--- src/source/cobs_pkg.sv ---
// shared types, stream beat struct, state enums and FIFO constants of the COBS encoder
`default_nettype none

package cobs_pkg;

    // FIFO sizing, the depth is a power of two of the pointer width
    localparam int FIFO_DEPTH  = 256;
    localparam int FIFO_ADDR_W = 8;
    // longest run of data bytes that one code announces
    localparam int MAX_RUN     = 254;

    typedef logic [7:0] byte_t;
    // 0 is the delimiter, 1 a lone zero, 255 a full run
    typedef logic [7:0] code_t;
    typedef logic [7:0] run_count_t;

    typedef struct packed {
        byte_t data;
        logic  last;
        logic  user;
    } stream_beat_t;

    typedef enum logic [1:0] {
        seg_idle,
        seg_segment,
        seg_final_code,
        seg_delimiter
    } seg_state_e;

    typedef enum logic {
        merge_code,
        merge_data
    } merge_state_e;

endpackage

`default_nettype wire

--- src/source/cobs_segmenter.sv ---
// COBS input stage that counts non-zero runs and feeds the code and data FIFOs
`timescale 1ns/1ps
`default_nettype none

module cobs_segmenter #(
    parameter bit append_zero = 1'b1
) (
    input  logic                   clk,
    input  logic                   rst,
    input  cobs_pkg::stream_beat_t s_beat,
    input  logic                   s_valid,
    output logic                   s_ready,
    output cobs_pkg::stream_beat_t code_beat,
    output logic                   code_valid,
    input  logic                   code_ready,
    output cobs_pkg::stream_beat_t data_beat,
    output logic                   data_valid,
    input  logic                   data_ready
);

    cobs_pkg::seg_state_e state;
    cobs_pkg::seg_state_e state_next;
    cobs_pkg::run_count_t count;
    cobs_pkg::run_count_t count_next;
    cobs_pkg::code_t      run;
    logic                 fail;
    logic                 fail_next;
    logic                 take;
    logic                 drop_byte;

    // input only flows while both FIFOs can take a beat
    assign s_ready = (state == cobs_pkg::seg_idle || state == cobs_pkg::seg_segment)
                     && code_ready && data_ready;
    assign take = s_valid && s_ready;

    // zero byte or errored last byte closes the run and is not stored
    assign drop_byte = (s_beat.data == '0) || (s_beat.last && s_beat.user);

    // code of the open run, one more than the bytes held
    assign run = (state == cobs_pkg::seg_idle) ? 8'd1 : count;

    always_comb begin
        state_next     = state;
        count_next     = count;
        fail_next      = fail;
        code_beat      = '0;
        code_valid     = 1'b0;
        data_beat      = '0;
        data_beat.data = s_beat.data;
        data_valid     = 1'b0;

        case (state)
            cobs_pkg::seg_idle, cobs_pkg::seg_segment: begin
                if (take && drop_byte) begin
                    code_beat.data = run;
                    code_valid     = 1'b1;
                    state_next     = cobs_pkg::seg_idle;
                    if (s_beat.last) begin
                        fail_next  = s_beat.user;
                        state_next = cobs_pkg::seg_final_code;
                    end
                end else if (take) begin
                    data_valid = 1'b1;
                    count_next = run + 8'd1;
                    state_next = cobs_pkg::seg_segment;
                    if (run == cobs_pkg::MAX_RUN) begin
                        // full run, code 255 and restart
                        code_beat.data = run + 8'd1;
                        code_valid     = 1'b1;
                        count_next     = 8'd1;
                    end
                    if (s_beat.last) begin
                        code_beat.data = run + 8'd1;
                        code_valid     = 1'b1;
                        if (append_zero) begin
                            state_next = cobs_pkg::seg_delimiter;
                        end else begin
                            data_beat.last = 1'b1;
                            state_next     = cobs_pkg::seg_idle;
                        end
                    end
                end
            end
            cobs_pkg::seg_final_code: begin
                // code 2 with user flags a failed frame for the merger
                code_beat.data = fail ? 8'd2 : 8'd1;
                code_beat.user = fail;
                code_beat.last = !append_zero;
                code_valid     = 1'b1;
                if (code_ready) begin
                    if (append_zero) begin
                        state_next = cobs_pkg::seg_delimiter;
                    end else begin
                        fail_next  = 1'b0;
                        state_next = cobs_pkg::seg_idle;
                    end
                end
            end
            cobs_pkg::seg_delimiter: begin
                code_beat.data = 8'd0;
                code_beat.last = 1'b1;
                code_beat.user = fail;
                code_valid     = 1'b1;
                if (code_ready) begin
                    fail_next  = 1'b0;
                    state_next = cobs_pkg::seg_idle;
                end
            end
        endcase
    end

    always_ff @(posedge clk) begin
        if (rst) begin
            state <= cobs_pkg::seg_idle;
            count <= '0;
            fail  <= 1'b0;
        end else begin
            state <= state_next;
            count <= count_next;
            fail  <= fail_next;
        end
    end

    // open run code stays between 1 and MAX_RUN while segmenting
    assert property (@(posedge clk) disable iff (rst)
        (state == cobs_pkg::seg_segment) |-> (count != '0 && count <= cobs_pkg::MAX_RUN));

endmodule

`default_nettype wire

--- config.mk ---
export PLATFORM = sky130hd
export DESIGN_NAME = cobs_segmenter
export DESIGN_NICKNAME = d
export VERILOG_FILES = /design/src/source/cobs_pkg.sv /design/src/source/cobs_segmenter.sv
export SDC_FILE = /design/constraint.sdc
export NUM_CORES = 1
export LEC_CHECK = 0
export ABC_AREA = 1
export BUFFER_PORTS_ARGS = -buffer_cell sky130_fd_sc_hd__buf_2
export CORE_UTILIZATION = 40
export DETAILED_ROUTE_END_ITERATION = 7
export GPL_TIMING_DRIVEN = 0
export PLACE_DENSITY = 0.68
export SLEW_MARGIN = 20
export SYNTH_ARGS = -nofsm -noshare
export SYNTH_HDL_FRONTEND = slang
export SYNTH_SLANG_ARGS = --single-unit
--- constraint.sdc ---
create_clock -name clk -period 1.57 [get_ports clk]
set_input_delay 0.0785 -clock clk [delete_from_list [all_inputs] [get_ports clk]]
set_output_delay 0.0785 -clock clk [all_outputs]
set_load 0.02 [all_outputs]
Word level (Yosys, flattened, before mapping)
Index checks and enable logic that the tools add are counted.
{"block": "totals", "regBits": 11, "input_bits": 15, "out_inout_bits": 23, "wordCells": 57}
{"block": "classes", "addsub": 1, "eq_ne": 9, "muxes": 28, "n_bitwise": 2, "n_reduce_logical": 14}
{"cell": "8-bit 2-to-1 mux", "count": 6}
{"cell": "8-bit case mux with 3 select lines", "count": 1}
{"cell": "2-bit 2-to-1 mux", "count": 7}
{"cell": "1-bit 2-to-1 mux", "count": 10}
{"cell": "8-bit by 1-bit adder with 8-bit output (second input constant)", "count": 1}
{"cell": "8-bit equality test (second input constant)", "count": 1}
{"cell": "8-bit zero test", "count": 1}
{"cell": "2-bit != test (second input constant)", "count": 4}
{"cell": "2-bit case mux with 3 select lines", "count": 1}
{"cell": "3-bit AND reduction", "count": 2}
{"cell": "1-bit logical AND", "count": 5}
{"cell": "2-bit equality test (second input constant)", "count": 2}
{"cell": "1-bit case mux with 2 select lines", "count": 2}
{"cell": "2-bit case mux with 2 select lines", "count": 1}
{"cell": "4-bit AND reduction", "count": 1}
{"cell": "2-bit OR reduction", "count": 2}
{"cell": "3-bit != test (second input constant)", "count": 1}
{"cell": "2-bit by 1-bit equality test with 1-bit output (second input constant)", "count": 1}
{"cell": "2-bit zero test", "count": 1}
{"cell": "1-bit logical OR", "count": 2}
{"cell": "1-bit inverter", "count": 2}

Logic depth before layout (Yosys ltp)
Gate-level depths: netlist (run 1).
{"block": "logic_depth", "ltp_word": 8, "mapped_depth": 11, "depth_no_buf": 10}

Worst setup path before layout (run 1)
No wires, ideal clock.
{"block": "synth_path", "path_type": "register to output", "startpoint": "reg state[1]", "endpoint": "out code_beat[6] (netlist name)", "t_arrival_ps": 1564, "t_required_ps": 1492, "slack_ps": -73, "path_stages_with_launch": 10, "path_buffers": 1, "cell_sequence": "dfxtp_1 buf_6 nor2_1 nor2_1 ha_1 nand3_1 nand2_1 nand2_1 nand3_1 a21oi_1"}
{"element": "start: declaration", "line": "cobs_segmenter.sv:21", "source": "cobs_pkg::seg_state_e state;"}
{"element": "start signal: assignment", "line": "cobs_segmenter.sv:114", "source": "state <= cobs_pkg::seg_idle;"}
{"element": "start signal: assignment", "line": "cobs_segmenter.sv:118", "source": "state <= state_next;"}
{"element": "end: declaration", "line": "cobs_segmenter.sv:13", "source": "output cobs_pkg::stream_beat_t code_beat,"}

==> flow_summary.json, run 1 <==
{
  "startpoint": "count[2]",
  "synthTopCellsByCount": "nand2_1, nor2_1, inv_1, dfxtp_1",
  "multi_input_area_um2": 831,
  "grt_usage_pct": 23.2,
  "htreeDepth": 1,
  "ant_nets": 0,
  "core_region_area_mm2": 0.00232,
  "met3_usage_pct": 2.32,
  "synthSimpleGateAreaFrac_pct": 46.3,
  "postCtsHoldBufs": 0,
  "nFillCells": 171,
  "grt_use_met2_pct": 38.4,
  "finalSetupViolCount": 13,
  "tns_ns": -1.99,
  "die_w_um": 52.5,
  "min_from": "code_ready",
  "slew_headroom_pct": 42.8,
  "synth_xor_area_share_pct": 0.858,
  "numCtsBuffers": 3,
  "synth_top_cells_by_area": "dfxtp_1, nand2_1, nor2_1",
  "grt_overflow": 0,
  "root_buffer": "clkbuf_4",
  "yosysWarnings": 0,
  "critPathRequiredTime_ns": 1.49,
  "violations": "negative setup slack",
  "cp_max_fo": 4,
  "clock_sinks": 11,
  "synthFlopType": "dfxtp_1",
  "timing.rr.start": "count[2]",
  "synth_mux_area_share_pct": 0,
  "grt_use_met1_pct": 30.0,
  "clockBufferDepth": 2,
  "initial_core_util_pct": 44.0,
  "core.rowCount": 17,
  "seqPwrFrac_pct": 41.2,
  "final.period_utilization_pct": 121,
  "powerDensity_mw_per_mm2": 421,
  "routabilityCongestion": 0.897,
  "routed_via_density": 5.37,
  "drc": 0,
  "cts_tree": "done",
  "synth-compound-area-share_pct": 11.9,
  "yosys.area.top_type_share_pct": 21.6,
  "p_leak_nw": 0.813,
  "io_buffers": 34,
  "yosys_register_bits": 11,
  "period_minus_slack_ns": 1.90,
  "switching_share_pct": 31.6,
  "antenna_found_initial": 0,
  "grt_max_degree": 11,
  "fmax_mhz": 525,
  "grt_pass1_vias": 1161,
  "hpwlAfterDp_um": 2150,
  "wl_um": 3610,
  "p_total_w": 0.000707,
  "timing.final.max_slew_violations": 0,
  "critPathKind": "register to primary output",
  "drv_cap": 0,
  "worst_pin_slew_ns": 0.848,
  "p_comb_share_pct": 33.2,
  "ys_async_sr_fraction_pct": 0,
  "grt_pass1_wl_um": 4790,
  "syn2layout_area_growth_pct": 64.5,
  "critPathLaunchType": "register",
  "regArea_um2": 226,
  "synth_top_family_by_area": "simple AND/OR/NAND/NOR gates",
  "hold_violations": 0,
  "synth_most_common_cell": "nand2_1",
  "die_h_um": 52.5,
  "grt-busiest-layer": "met2",
  "io_pins": 38,
  "critPathCaptureType": "primary output",
  "hold_class": "primary input to register",
  "path_clk_slew_ns": 0.06,
  "via_count": 1422,
  "rsz0062_at_grt": "yes",
  "final_nets": 254,
  "status": "finished, violations left",
  "setup_slack_ns": -0.333,
  "crit_arrival_ns": 1.82,
  "ir_drop_mv": 0.549,
  "p_switching_w": 0.000223,
  "synth_area_leader_cell": "dfxtp_1",
  "die-area_mm2": 0.00276,
  "power.internal_w": 0.000484,
  "p_clk_share_pct": 25.6,
  "drive_above_1_share_pct": 50.2,
  "antenna_cells": 0,
  "post_drt_wl_per_cell_um": 13.6,
  "seq_area_frac_synth_pct": 21.6,
  "syn_inst": 180,
  "drt-initial-drc-count": 58,
  "drt_pass1_iterations": 4,
  "insertion_delay_ns": 0.26,
  "syn_area_mm2": 0.00102,
  "syn_area_per_cell_um2": 5.67,
  "synth_fa_ha_area_share_pct": 1.23,
  "synth-edff-count": 0,
  "synth.distinct_cells": 27,
  "final.setup_skew_ns": 0.00111
}
==> routing by layer <==
layer | wire length, µm | part of all wire [%]
met4 | 82 | 2.3
met2 | 1760 | 49
met5 | 0 | 0
met3 | 301 | 8.3
met1 | 1460 | 41
==> layout make-up <==
type	count	area share, %
Multi-Input combinational cell	134	49.5
Timing Repair Buffer	52	21.5
Sequential cell	11	13.5
Inverter	23	6.04
Buffer	13	5.89
Tap cell	28	2.09
Clock buffer	4	1.56
==> sequential cells by signal, indices dropped and copies added (netlist names) <==
name   count
state      2
count      8
fail       1
==> power by group through the flow <==
stage / clock (W) / combinational, W / sequential (W)
5_1_grt: 0.000206 / 0.000252 / 0.000292
3_5_place_dp: 0 / 0.000163 / 0.000296
2_1_floorplan: 0 / 0.000112 / 0.000295
4_1_cts: 0.000194 / 0.000204 / 0.000291
6_report: 0.000181 / 0.000234 / 0.000291
3_3_place_gp: 0 / 0.000161 / 0.000296
==> cell families after synthesis <==
group	Yosys count
AND/OR/NAND/NOR	107
buffers and inverters	36
AO/OA/AOI/OAI	23
flip-flops	11
XOR/XNOR	1
adder cells (fa/ha/maj)	1
other	1
==> final timing paths <==
path                            slack, ns           end  cells past startpoint
worst max-delay path                -0.33  code_beat[6]                      7
worst min-delay path                 0.03      state[1]                      2
worst max register to register      -0.11      count[4]                      9
worst min register to register       0.51          fail                      2
==> metrics by stage <==
step	util [%]	instances	worst slack [ns]	area [µm²]	hold WS, ns
floorplan	-	181	0.0135	1030	0.177
global placement	53.2	243	-0.249	1230	0.313
detailed placement	53.2	243	-0.260	1230	0.313
CTS	63.6	257	-0.243	1470	0.0240
global route	72.4	265	-0.392	1680	0.0393
finish	72.4	265	-0.333	1680	0.0340
==> repair_timing <==
action	CTS	global route
pin swaps	10	16
buffers inserted	10	9
setup endpoints to repair	12	17
resized for setup	46	36
gates cloned	0	0
==> critical path, cell delays in order (launching register included) <==
cell     delay (ns)
dfxtp_1        0.45
inv_1          0.08
nor2_1         0.33
nand4_1        0.18
nand2_1        0.14
nand3_2        0.10
a21oi_2        0.16
buf_6          0.14
==> cells in the final DEF, fill, tap and decap left out, types with 2 or more instances in the layout <==
master	n
nand2_1	44
buf_4	30
buf_2	25
inv_1	16
nor2_1	15
nand2_2	9
a21oi_1	9
dfxtp_1	8
buf_6	8
nor2_2	7
nand4_1	7
nor2_4	6
o21ai_0	5
nand2_4	4
nand3_2	4
nand3_1	4
o21ai_2	4
inv_2	3
nand3_4	3
clkbuf_4	3
nand2_8	2
inv_4	2
conb_1	2
dfxtp_2	2
Power figures use the tool's default switching activity.
==> run 2: changes to the inputs <==
PLACE_DENSITY = 0.65   (was 0.68)
clock period = 2.39 ns   (was 1.57 ns; I/O delays follow)
==> run 2 against run 1 <==
The run now ends clean. Register-to-register slack improved by 0.79 ns. Clock power fell by 34%. Worst hold slack better by 0.052 ns. Non-clock buffer count decreased by 18. Via count shrank 14%. Wire length is 28% lower. Highest routed layer unchanged.
==> flow_summary.json, run 2 (same netlist as run 1, synthesis figures left out) <==
{
  "hpwlAfterDp_um": 2110,
  "whs_ns": 0.0856,
  "worstHoldPathCells": 2,
  "post_drt_wl_per_cell_um": 10.5,
  "dp_cells": 243,
  "die_w_um": 52.5,
  "nFillCells": 229,
  "drive_above_1_share_pct": 28.8,
  "wl_um": 2600,
  "die_h_um": 52.5,
  "routabilityCongestion": 0.886,
  "cts_tree": "done",
  "antenna_found_initial": 0,
  "setup_slack_ns": 0.284,
  "powerDensity_mw_per_mm2": 332,
  "hold_class": "primary input to register",
  "rsz0062_at_grt": "no",
  "p_leak_nw": 0.650,
  "grt_pass1_vias": 1036,
  "hold_violations": 0,
  "grt_max_degree": 11,
  "slowest_delay_ns": 0.31,
  "final.setup_skew_ns": 0.00378,
  "grt_overflow": 0,
  "core.rowCount": 17,
  "path_clk_slew_ns": 0.06,
  "tns_ns": 0,
  "r2r_slack_ns": 0.68,
  "crit_top_cell": "nand2_1",
  "critical_path.cell_chain": "buf_6 -> nor2_2 -> nor2_1 -> inv_1 -> ha_1 -> nand3_1 -> o21ai_0 -> nand2_1 -> nand2_1 -> nand2_1 -> buf_2",
  "period_minus_slack_ns": 2.11,
  "io_buffers": 34,
  "reg2reg_depth": 10,
  "r2r_end": "count[6]",
  "clock_sinks": 11,
  "final.period_utilization_pct": 88.1,
  "antenna_cells": 0,
  "critPathLaunchType": "register",
  "cts_setup_buffers": 0,
  "regMostFlops": "count",
  "stdcell_count": 247,
  "timing.final.max_slew_violations": 0,
  "syn2layout_area_growth_pct": 23.3,
  "final_cell_mix": "nand2_1, buf_2, nor2_1",
  "drt-initial-drc-count": 44,
  "critPathKind": "register to primary output",
  "ir_drop_mv": 0.345,
  "grt_pass1_wl_um": 4420,
  "final_common_cell": "nand2_1",
  "grt_usage_pct": 21.5,
  "htreeDepth": 1,
  "cpLargestDelayFamily": "simple AND/OR/NAND/NOR gates",
  "min_from": "code_ready",
  "finalSetupViolCount": 0,
  "critPathCaptureType": "primary output",
  "fmax_mhz": 475,
  "top_regs": "count x8, state x2, fail x1",
  "insertion_delay_ns": 0.26,
  "status": "complete, no violations",
  "core_region_area_mm2": 0.00232,
  "crit_arrival_ns": 1.99,
  "largest_reg_flops": 8,
  "numCtsBuffers": 3,
  "place_ws_ns": 0.497,
  "timing.rr.start": "state[1]",
  "via_count": 1216,
  "cp_max_fo": 9,
  "routed_via_density": 4.92,
  "clockBufferDepth": 2,
  "drv_cap": 0,
  "critPathRequiredTime_ns": 2.27,
  "root_buffer": "clkbuf_4",
  "io_pins": 38,
  "die-area_mm2": 0.00276,
  "initial_core_util_pct": 44.0,
  "ant_nets": 0,
  "whs_endpoint": "state[1]",
  "final_nets": 236,
  "drt_pass1_iterations": 4,
  "crit_buf_inv": 3,
  "cp_slowest_cell": "dfxtp_1",
  "drc": 0
}
## run 2: metal layers
| metal | vias up | track usage, % | part of all wire (%) |
|---|---|---|---|
| met5 | - | 0 | 0 |
| met4 | 0 | 9.65 | 0.77 |
| met3 | 2 | 1.74 | 7.1 |
| met2 | 49 | 33.8 | 45 |
| met1 | 527 | 29.6 | 47 |
| li1 | 638 | - | - |
## run 2: worst max-delay path by stage
stage | start | to | slack (ns) | cells after the start
floorplan | state[1] | code_beat[6] | 0.71 | 9
global placement | state[1] | code_beat[8] | 0.51 | 11
detailed placement | state[1] | code_beat[8] | 0.50 | 11
CTS | state[1] | code_beat[8] | 0.19 | 11
global route | state[1] | code_beat[8] | 0.1 | 12
finish | state[1] | code_beat[8] | 0.28 | 11
## run 2: worst register-to-register path: stages (launching register included)
cell	delay [ns]
dfxtp_1	0.31
buf_6	0.13
nor2_2	0.19
nor2_1	0.08
inv_1	0.10
ha_1	0.23
nand3_1	0.14
o21ai_0	0.18
nand2_1	0.10
nand2_1	0.08
a21oi_1	0.05
## run 2: cell type report
class | count | area [µm²] | area share (%)
Tap cell | 28 | 35.0 | 2.78
Clock buffer | 4 | 26.3 | 2.09
Timing Repair Buffer | 34 | 170 | 13.5
Sequential cell | 11 | 220 | 17.5
Buffer | 13 | 95.1 | 7.55
Multi-Input combinational cell | 134 | 626 | 49.7
Inverter | 23 | 86.3 | 6.86
## run 2: repair_timing
| action | in CTS | in global routing |
|---|---|---|
| hold buffers | 0 | 0 |
| endpoints found under the setup margin | 0 | 1 |
| resized for setup | 0 | 1 |
## run 2: power breakdown
part           switching [W]  internal (W)
Sequential        0.00000410      0.000187
Clock              0.0000555     0.0000645
Combinational      0.0000651     0.0000415
## run 2: per-stage QoR
stage          total power, W  util [%]  area [µm²]
2_1_floorplan        0.000267         -        1020
4_1_cts              0.000426      54.2        1260
5_1_grt              0.000443      54.3        1260
3_5_place_dp         0.000301      53.0        1230
6_report             0.000417      54.3        1260
3_3_place_gp         0.000300      53.0        1230
==> run 3: changes to the inputs <==
CORE_MARGIN = 4   (was unset)
CTS_BUF_LIST = sky130_fd_sc_hd__clkbuf_8 sky130_fd_sc_hd__clkbuf_16   (was unset)
==> run 3 against run 2 <==
First-iteration DRC count fell by 30%. Non-clock buffer count did not move. Power rose by 15%. Design area rose by 1.6%. Clock power rose by 50%. Clock skew barely moved. Sequential cell count did not move. Die area rose by 24%. Utilization fell by 2.2 points. Critical endpoint unchanged. Largest cell class unchanged.
==> flow_summary.json, run 3 (same netlist as run 1, synthesis figures left out) <==
{
  "status": "complete, no violations",
  "wl_um": 2830,
  "postCtsHoldBufs": 0,
  "drive_above_1_share_pct": 28.8,
  "critPathLaunchType": "register",
  "critPathKind": "register to primary output",
  "cts_tree": "done",
  "via_count": 1232,
  "antenna_found_initial": 0,
  "clockBufferDepth": 2,
  "critPathRequiredTime_ns": 2.27,
  "cts_resized": 0,
  "drv_cap": 0,
  "io_buffers": 34,
  "whs_ns": 0.121,
  "insertion_delay_ns": 0.24,
  "final.period_utilization_pct": 90.2,
  "fmax_mhz": 464,
  "critPathCaptureType": "primary output",
  "r2r_end": "count[6]",
  "powerDensity_mw_per_mm2": 374,
  "final_cell_mix": "nand2_1, buf_2, nor2_1",
  "grt_max_degree": 11,
  "die_w_um": 58.5,
  "grt_pass1_wl_um": 4780,
  "final_common_cell": "nand2_1",
  "cp-endpoint": "code_beat[8]",
  "ant_nets": 0,
  "routabilityCongestion": 0.903,
  "rsz0062_at_grt": "no",
  "regMostFlops": "count",
  "timing.rr.start": "state[1]",
  "initial_core_util_pct": 41.6,
  "io_pins": 38,
  "grt_usage_pct": 17.6,
  "core_region_area_mm2": 0.00245,
  "numCtsBuffers": 3,
  "hold_violations": 0,
  "timing.final.max_slew_violations": 0,
  "grt_pass1_vias": 1125,
  "p_leak_nw": 0.660,
  "crit_arrival_ns": 2.04,
  "finalSetupViolCount": 0,
  "top_regs": "count x8, state x2, fail x1",
  "critical_path.cell_chain": "buf_6 -> nor2_1 -> nor2_1 -> inv_1 -> ha_1 -> nand3_1 -> o21ai_0 -> nand2_1 -> nand2_1 -> nand2_1 -> buf_2",
  "ir_drop_mv": 0.346,
  "antenna_cells": 0,
  "root_buffer": "clkbuf_8",
  "cts_setup_buffers": 0,
  "met1_length_um": 1350,
  "met2_length_um": 1200,
  "startpoint": "state[1]",
  "drt_pass1_iterations": 4,
  "min_from": "code_ready",
  "wl_met3_um": 250,
  "die-area_mm2": 0.00342,
  "slowest_delay_ns": 0.30,
  "crit_top_cell": "nand2_1",
  "top_layer_used": "met4",
  "syn2layout_area_growth_pct": 25.2,
  "r2r_slack_ns": 0.60,
  "drc": 0,
  "routed_via_density": 4.95,
  "hold_class": "primary input to register",
  "cp_slowest_cell": "dfxtp_1",
  "drt-initial-drc-count": 31,
  "path_clk_slew_ns": 0.05,
  "die_h_um": 58.5,
  "post_drt_wl_per_cell_um": 11.4,
  "period_minus_slack_ns": 2.16,
  "nFillCells": 276,
  "final.setup_skew_ns": 0.00401,
  "tns_ns": 0,
  "reg2reg_depth": 10,
  "final_nets": 236,
  "clock_sinks": 11,
  "core.rowCount": 18,
  "htreeDepth": 1,
  "grt_overflow": 0,
  "largest_reg_flops": 8,
  "hpwlAfterDp_um": 2400,
  "cp_max_fo": 9
}
run 3: final cells by class:
class / instances / area (µm²) / area share, %
multi-input cells: 134 / 623 / 48.7
flip-flops and latches: 11 / 220 / 17.2
repair buffers: 34 / 170 / 13.3
plain buffers: 13 / 95.1 / 7.44
inverters: 23 / 86.3 / 6.75
clock buffers: 3 / 41.3 / 3.23
well taps: 30 / 37.5 / 2.94
clock inverters: 1 / 5.00 / 0.391
run 3: stage by stage:
step | total power [W] | area, µm² | std cells | worst slack, ns | utilization [%]
finish | 0.000479 | 1280 | 249 | 0.234 | 52.1
global route | 0.000504 | 1280 | 249 | 0.0215 | 52.1
global placement | 0.000301 | 1230 | 245 | 0.453 | 50.2
detailed placement | 0.000302 | 1230 | 245 | 0.506 | 50.2
CTS | 0.000486 | 1280 | 249 | 0.236 | 52.1
floorplan | 0.000267 | 1020 | 181 | 0.706 | -
run 3: how the worst min path moves through the flow:
stage | end | slack [ns] | cells after the start
floorplan | state[1] | 0.22 | 1
global placement | state[1] | 0.36 | 2
finish | state[1] | 0.12 | 2
CTS | state[1] | 0.12 | 2
global route | state[1] | 0.14 | 2
detailed placement | state[1] | 0.37 | 2
run 3: worst max-delay path, delay by kind of cell, from the launching register on:
family / cells / cell delay, ns
compound gates: 1 / 0.17
flops: 1 / 0.30
simple gates: 6 / 0.72
fa+ha+maj: 1 / 0.21
buf+inv: 3 / 0.39
run 3: report_power, final:
group	total [W]	switching, W	internal (W)
clock network	0.000180	0.0000661	0.000114
registers	0.000191	0.00000403	0.000187
logic	0.000107	0.0000658	0.0000412
run 3: routing by layer:
layer  vias up  track usage (%)
met3         4             1.97
li1        640                -
met4         0             7.62
met2        51             27.1
met5         -                0
met1       537             24.7
